**src/hdl/cpu_bus_settings.svh**
```systemverilog
// ############################
// CPU pin bus settings
// Word, pin and phase sizes plus opcode values
// ############################
`ifndef CPU_BUS_SETTINGS_SVH
`define CPU_BUS_SETTINGS_SVH

`define CPU_WORD_W 32   // Address and data width
`define CPU_PIN_W  8    // One pin lane
`define BUS_PHASES 9    // Clocks per bus cycle

// Opcode byte values, anything else is a no-op
`define OP_LDI  8'd1
`define OP_ADDI 8'd2
`define OP_STA  8'd3
`define OP_JMP  8'd4

`endif

```
**src/hdl/cpu_bus_pkg.sv**
```systemverilog
// ############################
// CPU pin bus types
// Shared vectors, phase enum and bus request
// ############################
`include "cpu_bus_settings.svh"

package cpu_bus_pkg;

  typedef logic [`CPU_WORD_W-1:0] word_t;      // Address, data or instruction
  typedef logic [`CPU_PIN_W-1:0]  pin_byte_t;  // One pin lane
  typedef logic [7:0]             opcode_t;    // Instruction bits 31..24
  typedef logic [23:0]            imm_t;       // Instruction bits 23..0

  // Phase order within one bus cycle
  typedef enum logic [$clog2(`BUS_PHASES)-1:0] {
    PH_STEP,
    PH_OUT0,
    PH_OUT1,
    PH_OUT2,
    PH_OUT3,
    PH_IN0,
    PH_IN1,
    PH_IN2,
    PH_IN3
  } bus_phase_e;

  typedef struct packed {
    word_t addr;   // Byte lanes go out least significant first
    word_t wdata;  // Zero on fetch cycles
    logic  rw;     // 1 for write
  } cpu_bus_req_t;

endpackage

```
**src/hdl/acc_cpu.sv**
```systemverilog
// ############################
// Accumulator processor
// LDI, ADDI, STA and JMP over the pin bus
// ############################
`timescale 1ns/1ps
`include "cpu_bus_settings.svh"

module acc_cpu (
  input  logic                      clk,
  input  logic                      rst_n,
  input  logic                      step,
  input  cpu_bus_pkg::word_t        rdata,
  output cpu_bus_pkg::cpu_bus_req_t bus_req
);

  typedef enum logic {
    CPU_FETCH,
    CPU_STORE
  } cpu_state_e;

  cpu_state_e                cpu_state;
  cpu_state_e                cpu_state_nxt;
  cpu_bus_pkg::word_t        pc;
  cpu_bus_pkg::word_t        pc_nxt;
  cpu_bus_pkg::word_t        acc;
  cpu_bus_pkg::word_t        acc_nxt;
  cpu_bus_pkg::cpu_bus_req_t req_nxt;

  cpu_bus_pkg::opcode_t      opcode;
  cpu_bus_pkg::imm_t         imm;
  cpu_bus_pkg::word_t        imm_ext;

  // Instruction fields
  assign opcode  = rdata[`CPU_WORD_W-1 -: 8];
  assign imm     = rdata[23:0];
  assign imm_ext = cpu_bus_pkg::word_t'(imm);  // Zero-extended

  always_comb begin
    cpu_state_nxt = cpu_state;
    pc_nxt        = pc;
    acc_nxt       = acc;
    req_nxt       = bus_req;

    if (cpu_state == CPU_STORE) begin
      // Read word of a write cycle carries nothing
      cpu_state_nxt = CPU_FETCH;
      req_nxt.addr  = pc;
      req_nxt.wdata = '0;
      req_nxt.rw    = 1'b0;
    end else begin
      case (opcode)
        `OP_LDI: begin
          acc_nxt = imm_ext;
          pc_nxt  = pc + 1'b1;
        end
        `OP_ADDI: begin
          acc_nxt = acc + imm_ext;  // Wraps modulo 2^32
          pc_nxt  = pc + 1'b1;
        end
        `OP_JMP: begin
          pc_nxt = imm_ext;
        end
        `OP_STA: begin
          pc_nxt = pc + 1'b1;
        end
        default: begin
          pc_nxt = pc + 1'b1;  // No-op
        end
      endcase

      if (opcode == `OP_STA) begin
        cpu_state_nxt = CPU_STORE;
        req_nxt.addr  = imm_ext;
        req_nxt.wdata = acc;      // Value before this step
        req_nxt.rw    = 1'b1;
      end else begin
        req_nxt.addr  = pc_nxt;   // Word address of next fetch
        req_nxt.wdata = '0;
        req_nxt.rw    = 1'b0;
      end
    end
  end

  // Request held stable between steps
  always_ff @(posedge clk) begin
    if (!rst_n) begin
      cpu_state <= CPU_FETCH;
      pc        <= '0;
      acc       <= '0;
      bus_req   <= '0;
    end else if (step) begin
      cpu_state <= cpu_state_nxt;
      pc        <= pc_nxt;
      acc       <= acc_nxt;
      bus_req   <= req_nxt;
    end
  end

endmodule

```
**src/hdl/bus_in_assembler.sv**
```systemverilog
// ############################
// Bus input assembler
// Read word built from four pin bytes
// ############################
`timescale 1ns/1ps
`include "cpu_bus_settings.svh"

module bus_in_assembler (
  input  logic                    clk,
  input  logic                    rst_n,
  input  cpu_bus_pkg::bus_phase_e phase,
  input  cpu_bus_pkg::pin_byte_t  uio_in,
  output cpu_bus_pkg::word_t      rdata
);

  localparam int LANE_W = $clog2(`CPU_WORD_W / `CPU_PIN_W);

  logic              in_sel;  // High in PH_IN0..PH_IN3
  logic [LANE_W-1:0] lane;

  always_comb begin
    in_sel = 1'b1;
    lane   = '0;
    case (phase)
      cpu_bus_pkg::PH_IN0: lane = LANE_W'(0);  // Least significant byte first
      cpu_bus_pkg::PH_IN1: lane = LANE_W'(1);
      cpu_bus_pkg::PH_IN2: lane = LANE_W'(2);
      cpu_bus_pkg::PH_IN3: lane = LANE_W'(3);
      default:             in_sel = 1'b0;
    endcase
  end

  // Holding register stays put from PH_IN3 to the next PH_IN0
  always_ff @(posedge clk) begin
    if (!rst_n) begin
      rdata <= '0;  // First step sees a no-op
    end else if (in_sel) begin
      rdata[lane*`CPU_PIN_W +: `CPU_PIN_W] <= uio_in;
    end
  end

endmodule

```
**src/hdl/bus_out_serializer.sv**
```systemverilog
// ############################
// Bus output serializer
// Address and write data onto the pins, one lane per phase
// ############################
`timescale 1ns/1ps
`include "cpu_bus_settings.svh"

module bus_out_serializer (
  input  logic                     clk,
  input  logic                     rst_n,
  input  cpu_bus_pkg::bus_phase_e  phase,
  input  cpu_bus_pkg::cpu_bus_req_t bus_req,
  output cpu_bus_pkg::pin_byte_t   uo_out,
  output cpu_bus_pkg::pin_byte_t   uio_out,
  output cpu_bus_pkg::pin_byte_t   uio_oe
);

  localparam int LANE_W = $clog2(`CPU_WORD_W / `CPU_PIN_W);

  logic              out_sel;  // High in PH_OUT0..PH_OUT3
  logic [LANE_W-1:0] lane;

  always_comb begin
    out_sel = 1'b1;
    lane    = '0;
    case (phase)
      cpu_bus_pkg::PH_OUT0: lane = LANE_W'(0);
      cpu_bus_pkg::PH_OUT1: lane = LANE_W'(1);
      cpu_bus_pkg::PH_OUT2: lane = LANE_W'(2);
      cpu_bus_pkg::PH_OUT3: lane = LANE_W'(3);
      default:              out_sel = 1'b0;
    endcase
  end

  always_ff @(posedge clk) begin
    if (!rst_n) begin
      uo_out  <= '0;
      uio_out <= '0;
      uio_oe  <= '0;
    end else begin
      // Enable tracks the held request for the whole cycle
      uio_oe <= {`CPU_PIN_W{bus_req.rw}};
      if (out_sel) begin
        uo_out  <= bus_req.addr[lane*`CPU_PIN_W +: `CPU_PIN_W];   // Clean 8-bit slice
        uio_out <= bus_req.wdata[lane*`CPU_PIN_W +: `CPU_PIN_W];
      end
    end
  end

endmodule

```
**src/hdl/bus_phase_ctrl.sv**
```systemverilog
// ############################
// Bus phase sequencer
// Nine-phase bus cycle and processor step pulse
// ############################
`timescale 1ns/1ps

module bus_phase_ctrl (
  input  logic                   clk,
  input  logic                   rst_n,
  output cpu_bus_pkg::bus_phase_e phase,
  output logic                   step
);

  cpu_bus_pkg::bus_phase_e phase_nxt;

  // Fixed order, wraps after the last read byte
  always_comb begin
    case (phase)
      cpu_bus_pkg::PH_STEP: phase_nxt = cpu_bus_pkg::PH_OUT0;
      cpu_bus_pkg::PH_OUT0: phase_nxt = cpu_bus_pkg::PH_OUT1;
      cpu_bus_pkg::PH_OUT1: phase_nxt = cpu_bus_pkg::PH_OUT2;
      cpu_bus_pkg::PH_OUT2: phase_nxt = cpu_bus_pkg::PH_OUT3;
      cpu_bus_pkg::PH_OUT3: phase_nxt = cpu_bus_pkg::PH_IN0;
      cpu_bus_pkg::PH_IN0:  phase_nxt = cpu_bus_pkg::PH_IN1;
      cpu_bus_pkg::PH_IN1:  phase_nxt = cpu_bus_pkg::PH_IN2;
      cpu_bus_pkg::PH_IN2:  phase_nxt = cpu_bus_pkg::PH_IN3;
      cpu_bus_pkg::PH_IN3:  phase_nxt = cpu_bus_pkg::PH_STEP;
      default:              phase_nxt = cpu_bus_pkg::PH_STEP;  // Recover from unused codes
    endcase
  end

  always_ff @(posedge clk) begin
    if (!rst_n) begin
      phase <= cpu_bus_pkg::PH_STEP;
    end else begin
      phase <= phase_nxt;
    end
  end

  // Processor advances once per bus cycle
  assign step = (phase == cpu_bus_pkg::PH_STEP);

endmodule

```
**src/hdl/pin_bus_top.sv**
```systemverilog
// ############################
// Pin bus top level
// Processor behind an 8+8 pin interface
// ############################
`timescale 1ns/1ps

module pin_bus_top (
  input  logic                   clk,
  input  logic                   rst_n,
  input  logic                   ena,      // Not used
  input  cpu_bus_pkg::pin_byte_t ui_in,    // Not used
  input  cpu_bus_pkg::pin_byte_t uio_in,
  output cpu_bus_pkg::pin_byte_t uo_out,
  output cpu_bus_pkg::pin_byte_t uio_out,
  output cpu_bus_pkg::pin_byte_t uio_oe
);

  cpu_bus_pkg::bus_phase_e   phase;
  logic                      step;
  cpu_bus_pkg::cpu_bus_req_t bus_req;
  cpu_bus_pkg::word_t        rdata;

  bus_phase_ctrl u_phase_ctrl (
    .clk   (clk),
    .rst_n (rst_n),
    .phase (phase),
    .step  (step)
  );

  bus_out_serializer u_out_serializer (
    .clk     (clk),
    .rst_n   (rst_n),
    .phase   (phase),
    .bus_req (bus_req),
    .uo_out  (uo_out),
    .uio_out (uio_out),
    .uio_oe  (uio_oe)
  );

  bus_in_assembler u_in_assembler (
    .clk    (clk),
    .rst_n  (rst_n),
    .phase  (phase),
    .uio_in (uio_in),
    .rdata  (rdata)
  );

  acc_cpu u_acc_cpu (
    .clk     (clk),
    .rst_n   (rst_n),
    .step    (step),
    .rdata   (rdata),
    .bus_req (bus_req)
  );

endmodule

```
**config.mk**
```make
export PLATFORM = sky130hd
export DESIGN_NAME = pin_bus_top
export DESIGN_NICKNAME = d
export VERILOG_FILES = /design/src/hdl/cpu_bus_pkg.sv /design/src/hdl/acc_cpu.sv /design/src/hdl/bus_in_assembler.sv /design/src/hdl/bus_out_serializer.sv /design/src/hdl/bus_phase_ctrl.sv /design/src/hdl/pin_bus_top.sv
export VERILOG_INCLUDE_DIRS = /design/src /design/src/hdl
export SDC_FILE = /design/constraint.sdc
export NUM_CORES = 1
export LEC_CHECK = 0
export ABC_AREA = 1
export BUFFER_PORTS_ARGS = -buffer_cell sky130_fd_sc_hd__buf_2
export CORE_ASPECT_RATIO = 0.75
export CORE_MARGIN = 1.5
export CORE_UTILIZATION = 65
export DETAILED_ROUTE_END_ITERATION = 16
export PLACE_DENSITY = 0.8
export SYNTH_ARGS = -nofsm -noshare
export SYNTH_HDL_FRONTEND = slang
export SYNTH_SLANG_ARGS = --single-unit
export TNS_END_PERCENT = 5
```
**constraint.sdc**
```tcl
create_clock -name clk -period 6.59 [get_ports clk]
set_input_delay 0.9885 -clock clk [delete_from_list [all_inputs] [get_ports clk]]
set_output_delay 0.9885 -clock clk [all_outputs]
set_load 0.05 [all_outputs]
```
Yosys cells after proc, flatten, opt, wreduce, memory -nomap -nowiden:

Memory sizes are Yosys's and may differ from the RTL's. A register that Yosys moved wholly into a read port is not among the register bits.
Index checks and enable logic that the tools add are counted.
W data, S select, Z words.

* RAM bits: 0
* bits in latches: 0
* bits of input ports: 19
* flip-flop bits (word level): 179
* bits in read-only memories: 64
* memories kept: 1

* divide/modulo/power cells: 0
* reductions and logical operators: 7
* equality and inequality tests: 12
* $add $sub $neg: 3
* $mul: 0
* shift-type cells: 4
* magnitude comparators: 0
* mux-type cells: 11
* bitwise logic cells: 1

Memories
* (name not given): words 16, bits a word 4, read ports 1, clocked after Yosys merged registers in 1, write ports 0, RTL line bus_phase_ctrl.sv:18 `case (phase)`

Operator list (number)
* $mux W65: 2
* $pmux W32 S2: 1
* $shiftx A32 B6 Y8: 2
* $neg A5 Y34: 1
* $shift A8 B34 Y32 const A: 1
* $shiftx A8 B34 Y32: 1
* $add A32 B1 Y32 const B: 1
* $add A32 B24 Y32: 1
* $bwmux W32: 1
* $mux W32: 1
* $eq A4 B3 Y1 const B: 4
* $eq A8 B2 Y1 const B: 2
* $pmux W2 S3: 2
* $eq A4 B2 Y1 const B: 2
* $eq A8 B1 Y1 const B: 1
* $eq A8 B3 Y1 const B: 1
* $reduce_or A4 Y1: 2
* $eq A4 B1 Y1 const B: 1
* $eq A4 B4 Y1 const B: 1
* $logic_not A4 Y1: 1
* $mux W1: 4
* $reduce_and A3 Y1: 1
* $reduce_and A2 Y1: 1
* $reduce_bool A2 Y1: 1
* 2 further kinds: 2

Logic depth before layout (Yosys ltp):

* depth in word-level cells: 5
* mapped depth: 13

Modules after synthesis:

A second synthesis with hierarchy kept.

* cell total of the unflattened synthesis: 1975
* area total of the unflattened synthesis: 11999.0 um2

Modules (own cells, without submodules)
* acc_cpu: times used 1, cells an instance 1396, area each 8504.4 um2
* bus_in_assembler: times used 1, cells an instance 279, area each 1757.9 um2
* bus_out_serializer: times used 1, cells an instance 279, area each 1557.7 um2
* bus_phase_ctrl: times used 1, cells an instance 21, area each 178.9 um2

Worst setup path before layout:

OpenSTA, ideal clock, no wires.

* path type: reg-to-reg
* from: reg u_phase_ctrl.phase[0]
* to: reg u_in_assembler.rdata[5]
* path buffers: 2
* slack: 4.198 ns
* arrival time: 2.306 ns
* setup time: 0.086 ns
* required time: 6.504 ns
* period minus slack after synthesis: 2.392 ns
* stages on the path, launching flop included: 12
* cell sequence: dfxtp_1 > inv_1 > ha_1 > nand3_1 > nand2_1 > inv_2 > clkbuf_1 > ha_1 > buf_2 > nor2_1 > a21oi_1 > a211oi_1

* longest elaborated chain between the ends: 5
* elaborated cells on any way between the ends: 11
* those cells by class: add/sub (1); eq/ne (4); shift (2); mux (3); reduce/logical (1)

RTL lines
* start: declaration: RTL line bus_phase_ctrl.sv:10 `output cpu_bus_pkg::bus_phase_e phase,`
* $eq A4 B4 Y1 / $eq A4 B3 Y1 (equally long branches): RTL line bus_in_assembler.sv:24 `case (phase)`
* $pmux W2 S3: RTL line bus_in_assembler.sv:24
* $neg A5 Y34: RTL line bus_in_assembler.sv:38 `` rdata[lane*`CPU_PIN_W +: `CPU_PIN_W] <= uio_in; ``
* $shiftx A8 B34 Y32 / $shift A8 B34 Y32 (equally long branches): RTL line bus_in_assembler.sv:38
* $bwmux W32: RTL line bus_in_assembler.sv:38
* end signal: indexed assignment: RTL line bus_in_assembler.sv:38
* end: declaration: RTL line bus_in_assembler.sv:13 `output cpu_bus_pkg::word_t rdata`

Several ways; a longest one is shown, not always the timed one.
A chain may end at the register's enable or synchronous reset.

Worst setup path after layout:

* from: reg u_phase_ctrl.phase[0]
* to: reg u_acc_cpu.bus_req[32] (netlist name)

* longest elaborated chain between the ends: 1

RTL lines
* $logic_not A4 Y1: RTL line bus_phase_ctrl.sv:41 `assign step = (phase == cpu_bus_pkg::PH_STEP);`

No other way between the ends.

==> reports/qor.log <==
INFO  status         outcome=completed
INFO  placement      place.port_buffers=33
INFO  logic_synthesis yosysUniqueCellTypes=40
INFO  worst_setup_path worstPathBufferInverterCount=3
INFO  route          avgViaCountPerCell=5.982
INFO  worst_setup_path critPathTopFamily=simple AND/OR/NAND/NOR gates
INFO  power_and_ir_drop pwr-share-clk=37.5%
INFO  worst_setup_path timing.reg2reg.setup_slack=3420ps
INFO  grt            grt_util_met1=57.17%
INFO  power_and_ir_drop p_comb_share=16.4%
INFO  layout         fin_nets=1795
INFO  power_and_ir_drop power.internal=1.784mW
INFO  power_and_ir_drop p_leak=5.299nW
INFO  floorplanning  die_x=154.5microns
INFO  cts            clkSlewWorstSetupHoldPaths=80ps
INFO  worst_setup_path chain_of_cells_forming_the_critical_path=inv_1, ha_1, nand2_1, buf_4, nor2_4, buf_4, nand3_1, o21ai_0
INFO  cts            tritoncts_clock_tree=done
INFO  power_and_ir_drop power_density_over_cell_area=223.6nW/um^2
INFO  worst_setup_path required=6920ps
INFO  grt            global_route_wire_length_before_repair=53210microns
INFO  grt            grt_overflow_total=0
INFO  logic_synthesis count_leader_synth=sky130_fd_sc_hd__nand2_1
INFO  grt            grt_pass1_vias=9856
INFO  power_and_ir_drop irDropWorstVdd=0.0001595V
INFO  route          avgRoutedWirePerCell=17.46microns
INFO  grt            antenna_found_initial=1
INFO  cts            worst_skew_pair_latency=450ps
INFO  hold_path      holdPathStages=2
INFO  hold_path      min_path_type=reg2reg
INFO  worst_setup_path critical_path.startpoint_type=register
INFO  logic_synthesis synth_common_cells=sky130_fd_sc_hd__nand2_1 (394), sky130_fd_sc_hd__inv_1 (276), sky130_fd_sc_hd__a21oi_1 (192), sky130_fd_sc_hd__dfxtp_1 (182), sky130_fd_sc_hd__nand3_1 (150)
INFO  sta            skew=19.20ps
INFO  logic_synthesis ys_warn_count=0
INFO  placement      placed_standard_cell_area=11320squm
INFO  power_and_ir_drop power.share.switching=32.83%
INFO  placement      place_congestion=1.028
INFO  sta            post-route-period-util=48.05%
INFO  cts            clk_root_buffer_cell=sky130_fd_sc_hd__clkbuf_16
INFO  cts            cts_num_sinks=182
INFO  logic_synthesis post_synth_instance_area=11200squm
INFO  hold_path      beginning_of_the_worst_hold_path=u_in_assembler.rdata[31]$_SDFFE_PN0P_
INFO  route          detailroute.via_count=11784
INFO  sta            fin_crit=3167ps
INFO  power_and_ir_drop p_sw=0.8722mW
INFO  worst_setup_path crit_type=reg2reg
INFO  layout         final_cell_count_no_fill=1970
INFO  route          finalWirelength=34410microns
INFO  sta            max_freq=315.8MHz
INFO  floorplanning  fp.dieArea=18030squm
INFO  logic_synthesis number_of_flops_mapped_to_enable_cells_by_yosys=0
INFO  placement      place.detailed.instances=1937
INFO  cts            clk_path_buf_depth=2
INFO  floorplanning  floorplan.die.height=116.7microns
INFO  layout         layout-area-overhead-vs-synth=6.135%
INFO  logic_synthesis synth_sequential_area_ratio=32.54%
INFO  cts            ctsHoldBuffers=0
INFO  floorplanning  design.core.area=16830squm
INFO  layout         postLayoutCellArea=11880squm
INFO  worst_setup_path crit_path_top_delay_cell=sky130_fd_sc_hd__nand3_1
INFO  worst_setup_path arrival=3500ps
INFO  worst_setup_path path_max_fanout=50
INFO  cts            cts_h_tree_depth=4
INFO  flow_run       timing.max_cap.violations=0
INFO  sta            timing.slew.headroom=24.71%
INFO  worst_setup_path timing.rr.end=u_acc_cpu.bus_req[32]$_SDFFE_PN0N_
INFO  floorplanning  top_level_ports=43
INFO  route          drt_iter0_markers=1554
INFO  worst_setup_path reg2reg_from=u_phase_ctrl.phase[0]$_SDFF_PP0_
INFO  sta            setup_repair_after_global_routing_missed_its_margin=false
INFO  floorplanning  rows=41
INFO  cts            tritoncts.num_buffers=17
INFO  logic_synthesis post-synth-top-area-cell=sky130_fd_sc_hd__dfxtp_1
INFO  cts            number_of_setup_buffers_added_after_cts=0
INFO  layout         final.fill_count=1498
INFO  grt            grt.total_usage=38.22%
INFO  sta            timing.final.max_slew_violations=0
INFO  logic_synthesis cell_count_after_synthesis=1763
INFO  power_and_ir_drop pwr-share-seq=46.2%
INFO  worst_setup_path cpMostUsedCell=sky130_fd_sc_hd__buf_4
INFO  logic_synthesis post-synth-top-area-fraction=32.54%
INFO  route          drt.antenna.violating_nets=0
INFO  logic_synthesis syn_avg_cell_area=6.350squm
INFO  layout         multi_input_area=6093squm
INFO  logic_synthesis synthTopCellsByArea=sky130_fd_sc_hd__dfxtp_1 (33%), sky130_fd_sc_hd__nand2_1 (13%), sky130_fd_sc_hd__inv_1 (9.3%), sky130_fd_sc_hd__a21oi_1 (8.6%), sky130_fd_sc_hd__nand3_1 (6.7%)
INFO  sta            max_slew.worst_pin.slew=1126ps
INFO  layout         drive_gt1_share=5.986%
INFO  sta            setup_violations=0
INFO  logic_synthesis syn-num-nets=1817
INFO  route          drc_errors=0
INFO  layout         seq_area=3643squm
INFO  worst_setup_path worst_r2r_path_depth=8
INFO  logic_synthesis synth-seq-cells=182
INFO  route          first_pass_iters=6
INFO  grt            busiest_layer=met1
INFO  hold_path      min_to=u_in_assembler.rdata[31]$_SDFFE_PN0P_
INFO  logic_synthesis asyncSetResetFlopFracSynth=0%
INFO  grt            grt_max_degree=53
INFO  grt            grt.met3_usage=9.796%
INFO  grt            global_route.usage.met2=53.54%
INFO  worst_setup_path max_stage_delay=890ps
INFO  sta            finalHoldViolCount=0
INFO  cts            post_cts_resized=0
INFO  placement      hpwlAfterDp=24440microns
INFO  worst_setup_path end_kind=register
INFO  floorplanning  start_util=66.54%
INFO  logic_synthesis synth-main-ff-cell=sky130_fd_sc_hd__dfxtp_1
INFO  sta            setup_tns=0ps
-- cell type report --
class	instances	share of cell area [%]
Inverter	284	8.971
Antenna cell	1	0.02106
Sequential cell	182	30.66
Tap cell	215	2.264
Clock buffer	17	3.580
Multi-Input combinational cell	1212	51.28
Clock inverter	15	1.137
Timing Repair Buffer	44	2.085
-- cells in the final DEF, fill, tap and decap left out, types with 19 or more instances in the layout --
| cell type | netlist | final |
|---|---|---|
| sky130_fd_sc_hd__nor3_1 | 20 | 20 |
| sky130_fd_sc_hd__nand4_1 | 19 | 19 |
| sky130_fd_sc_hd__inv_1 | 276 | 275 |
| sky130_fd_sc_hd__o21ai_0 | 130 | 130 |
| sky130_fd_sc_hd__nor2_1 | 131 | 131 |
| sky130_fd_sc_hd__buf_2 | 32 | 33 |
| sky130_fd_sc_hd__nand2_1 | 394 | 394 |
| sky130_fd_sc_hd__a21oi_1 | 192 | 192 |
| sky130_fd_sc_hd__ha_1 | 34 | 34 |
| sky130_fd_sc_hd__o211ai_1 | 38 | 38 |
| sky130_fd_sc_hd__nand3_1 | 150 | 150 |
| sky130_fd_sc_hd__dfxtp_1 | 182 | 182 |
-- stage by stage --
| step | total power [mW] | worst slack, ps | hold WS [ps] | util [%] |
|---|---|---|---|---|
| after floorplan | 1.554 | 4198 | 444.3 | - |
| after global placement | 1.658 | 3497 | 454.8 | 67.27 |
| after detailed placement | 1.668 | 3443 | 456.3 | 67.27 |
| after CTS | 2.643 | 3453 | 468.1 | 70.61 |
| after global routing | 2.760 | 3146 | 494.1 | 70.61 |
| final | 2.656 | 3423 | 469.0 | 70.62 |
-- how the worst max path moves through the flow --
stage | start | endpoint | slack, ps | cells past startpoint
floorplan | u_phase_ctrl.phase[0]$_SDFF_PP0_ | u_in_assembler.rdata[5]$_SDFFE_PN0P_ | 4200 | 11
global placement | rst_n | u_phase_ctrl.phase[3]$_SDFF_PP0_ | 3500 | 6
detailed placement | u_phase_ctrl.phase[0]$_SDFF_PP0_ | u_acc_cpu.bus_req[32]$_SDFFE_PN0N_ | 3440 | 8
CTS | u_phase_ctrl.phase[0]$_SDFF_PP0_ | u_acc_cpu.bus_req[32]$_SDFFE_PN0N_ | 3450 | 8
global route | u_phase_ctrl.phase[0]$_SDFF_PP0_ | u_acc_cpu.bus_req[22]$_SDFFE_PN0N_ | 3150 | 8
finish | u_phase_ctrl.phase[0]$_SDFF_PP0_ | u_acc_cpu.bus_req[32]$_SDFFE_PN0N_ | 3420 | 8
-- worst register-to-register path, cell delays in order (launching register included) --
cell,delay [ps]
sky130_fd_sc_hd__dfxtp_1,360
sky130_fd_sc_hd__inv_1,110
sky130_fd_sc_hd__ha_1,210
sky130_fd_sc_hd__nand2_1,60
sky130_fd_sc_hd__buf_4,300
sky130_fd_sc_hd__nor2_4,190
sky130_fd_sc_hd__buf_4,460
sky130_fd_sc_hd__nand3_1,900
sky130_fd_sc_hd__o21ai_0,480
-- layer usage --
metal	vias up	part of all wire, %
met5	-	0
met4	0	2.2
met3	63	14
li1	5732	-
met2	661	40
met1	5328	44
-- power groups by stage --
| stage | Sequential, mW | Clock, mW | Combinational (mW) |
|---|---|---|---|
| floorplan | 1.29 | 0 | 0.266 |
| detailed placement | 1.25 | 0 | 0.420 |
| global placement | 1.25 | 0 | 0.411 |
| global route | 1.23 | 1.05 | 0.477 |
| CTS | 1.22 | 0.996 | 0.423 |
| finish | 1.23 | 0.996 | 0.435 |
-- kinds of logic (layout without fill, tap and decap cells) --
family                     after synthesis  after routing  share of synthesized area [%]
DFF                                    182            182                          32.54
xor gates and xnor gates                 8              8                         0.6259
adders and majority gates               35             35                          3.979
and+or+nand+nor                        743            743                          28.36
buffers and inverters                  369            360                          13.03
AOI/OAI and AO/OA                      426            426                          21.46
other                                    0              1                              0
-- sequential cells by signal (all words and copies together) (netlist names), 4 cells and up --
name	flops
u_acc_cpu.acc	32
u_acc_cpu.bus_req	64
u_out_serializer.uo_out	8
u_out_serializer.uio_out	8
u_acc_cpu.pc	32
u_in_assembler.rdata	32
u_phase_ctrl.phase	4
Power figures use the tool's default switching activity.
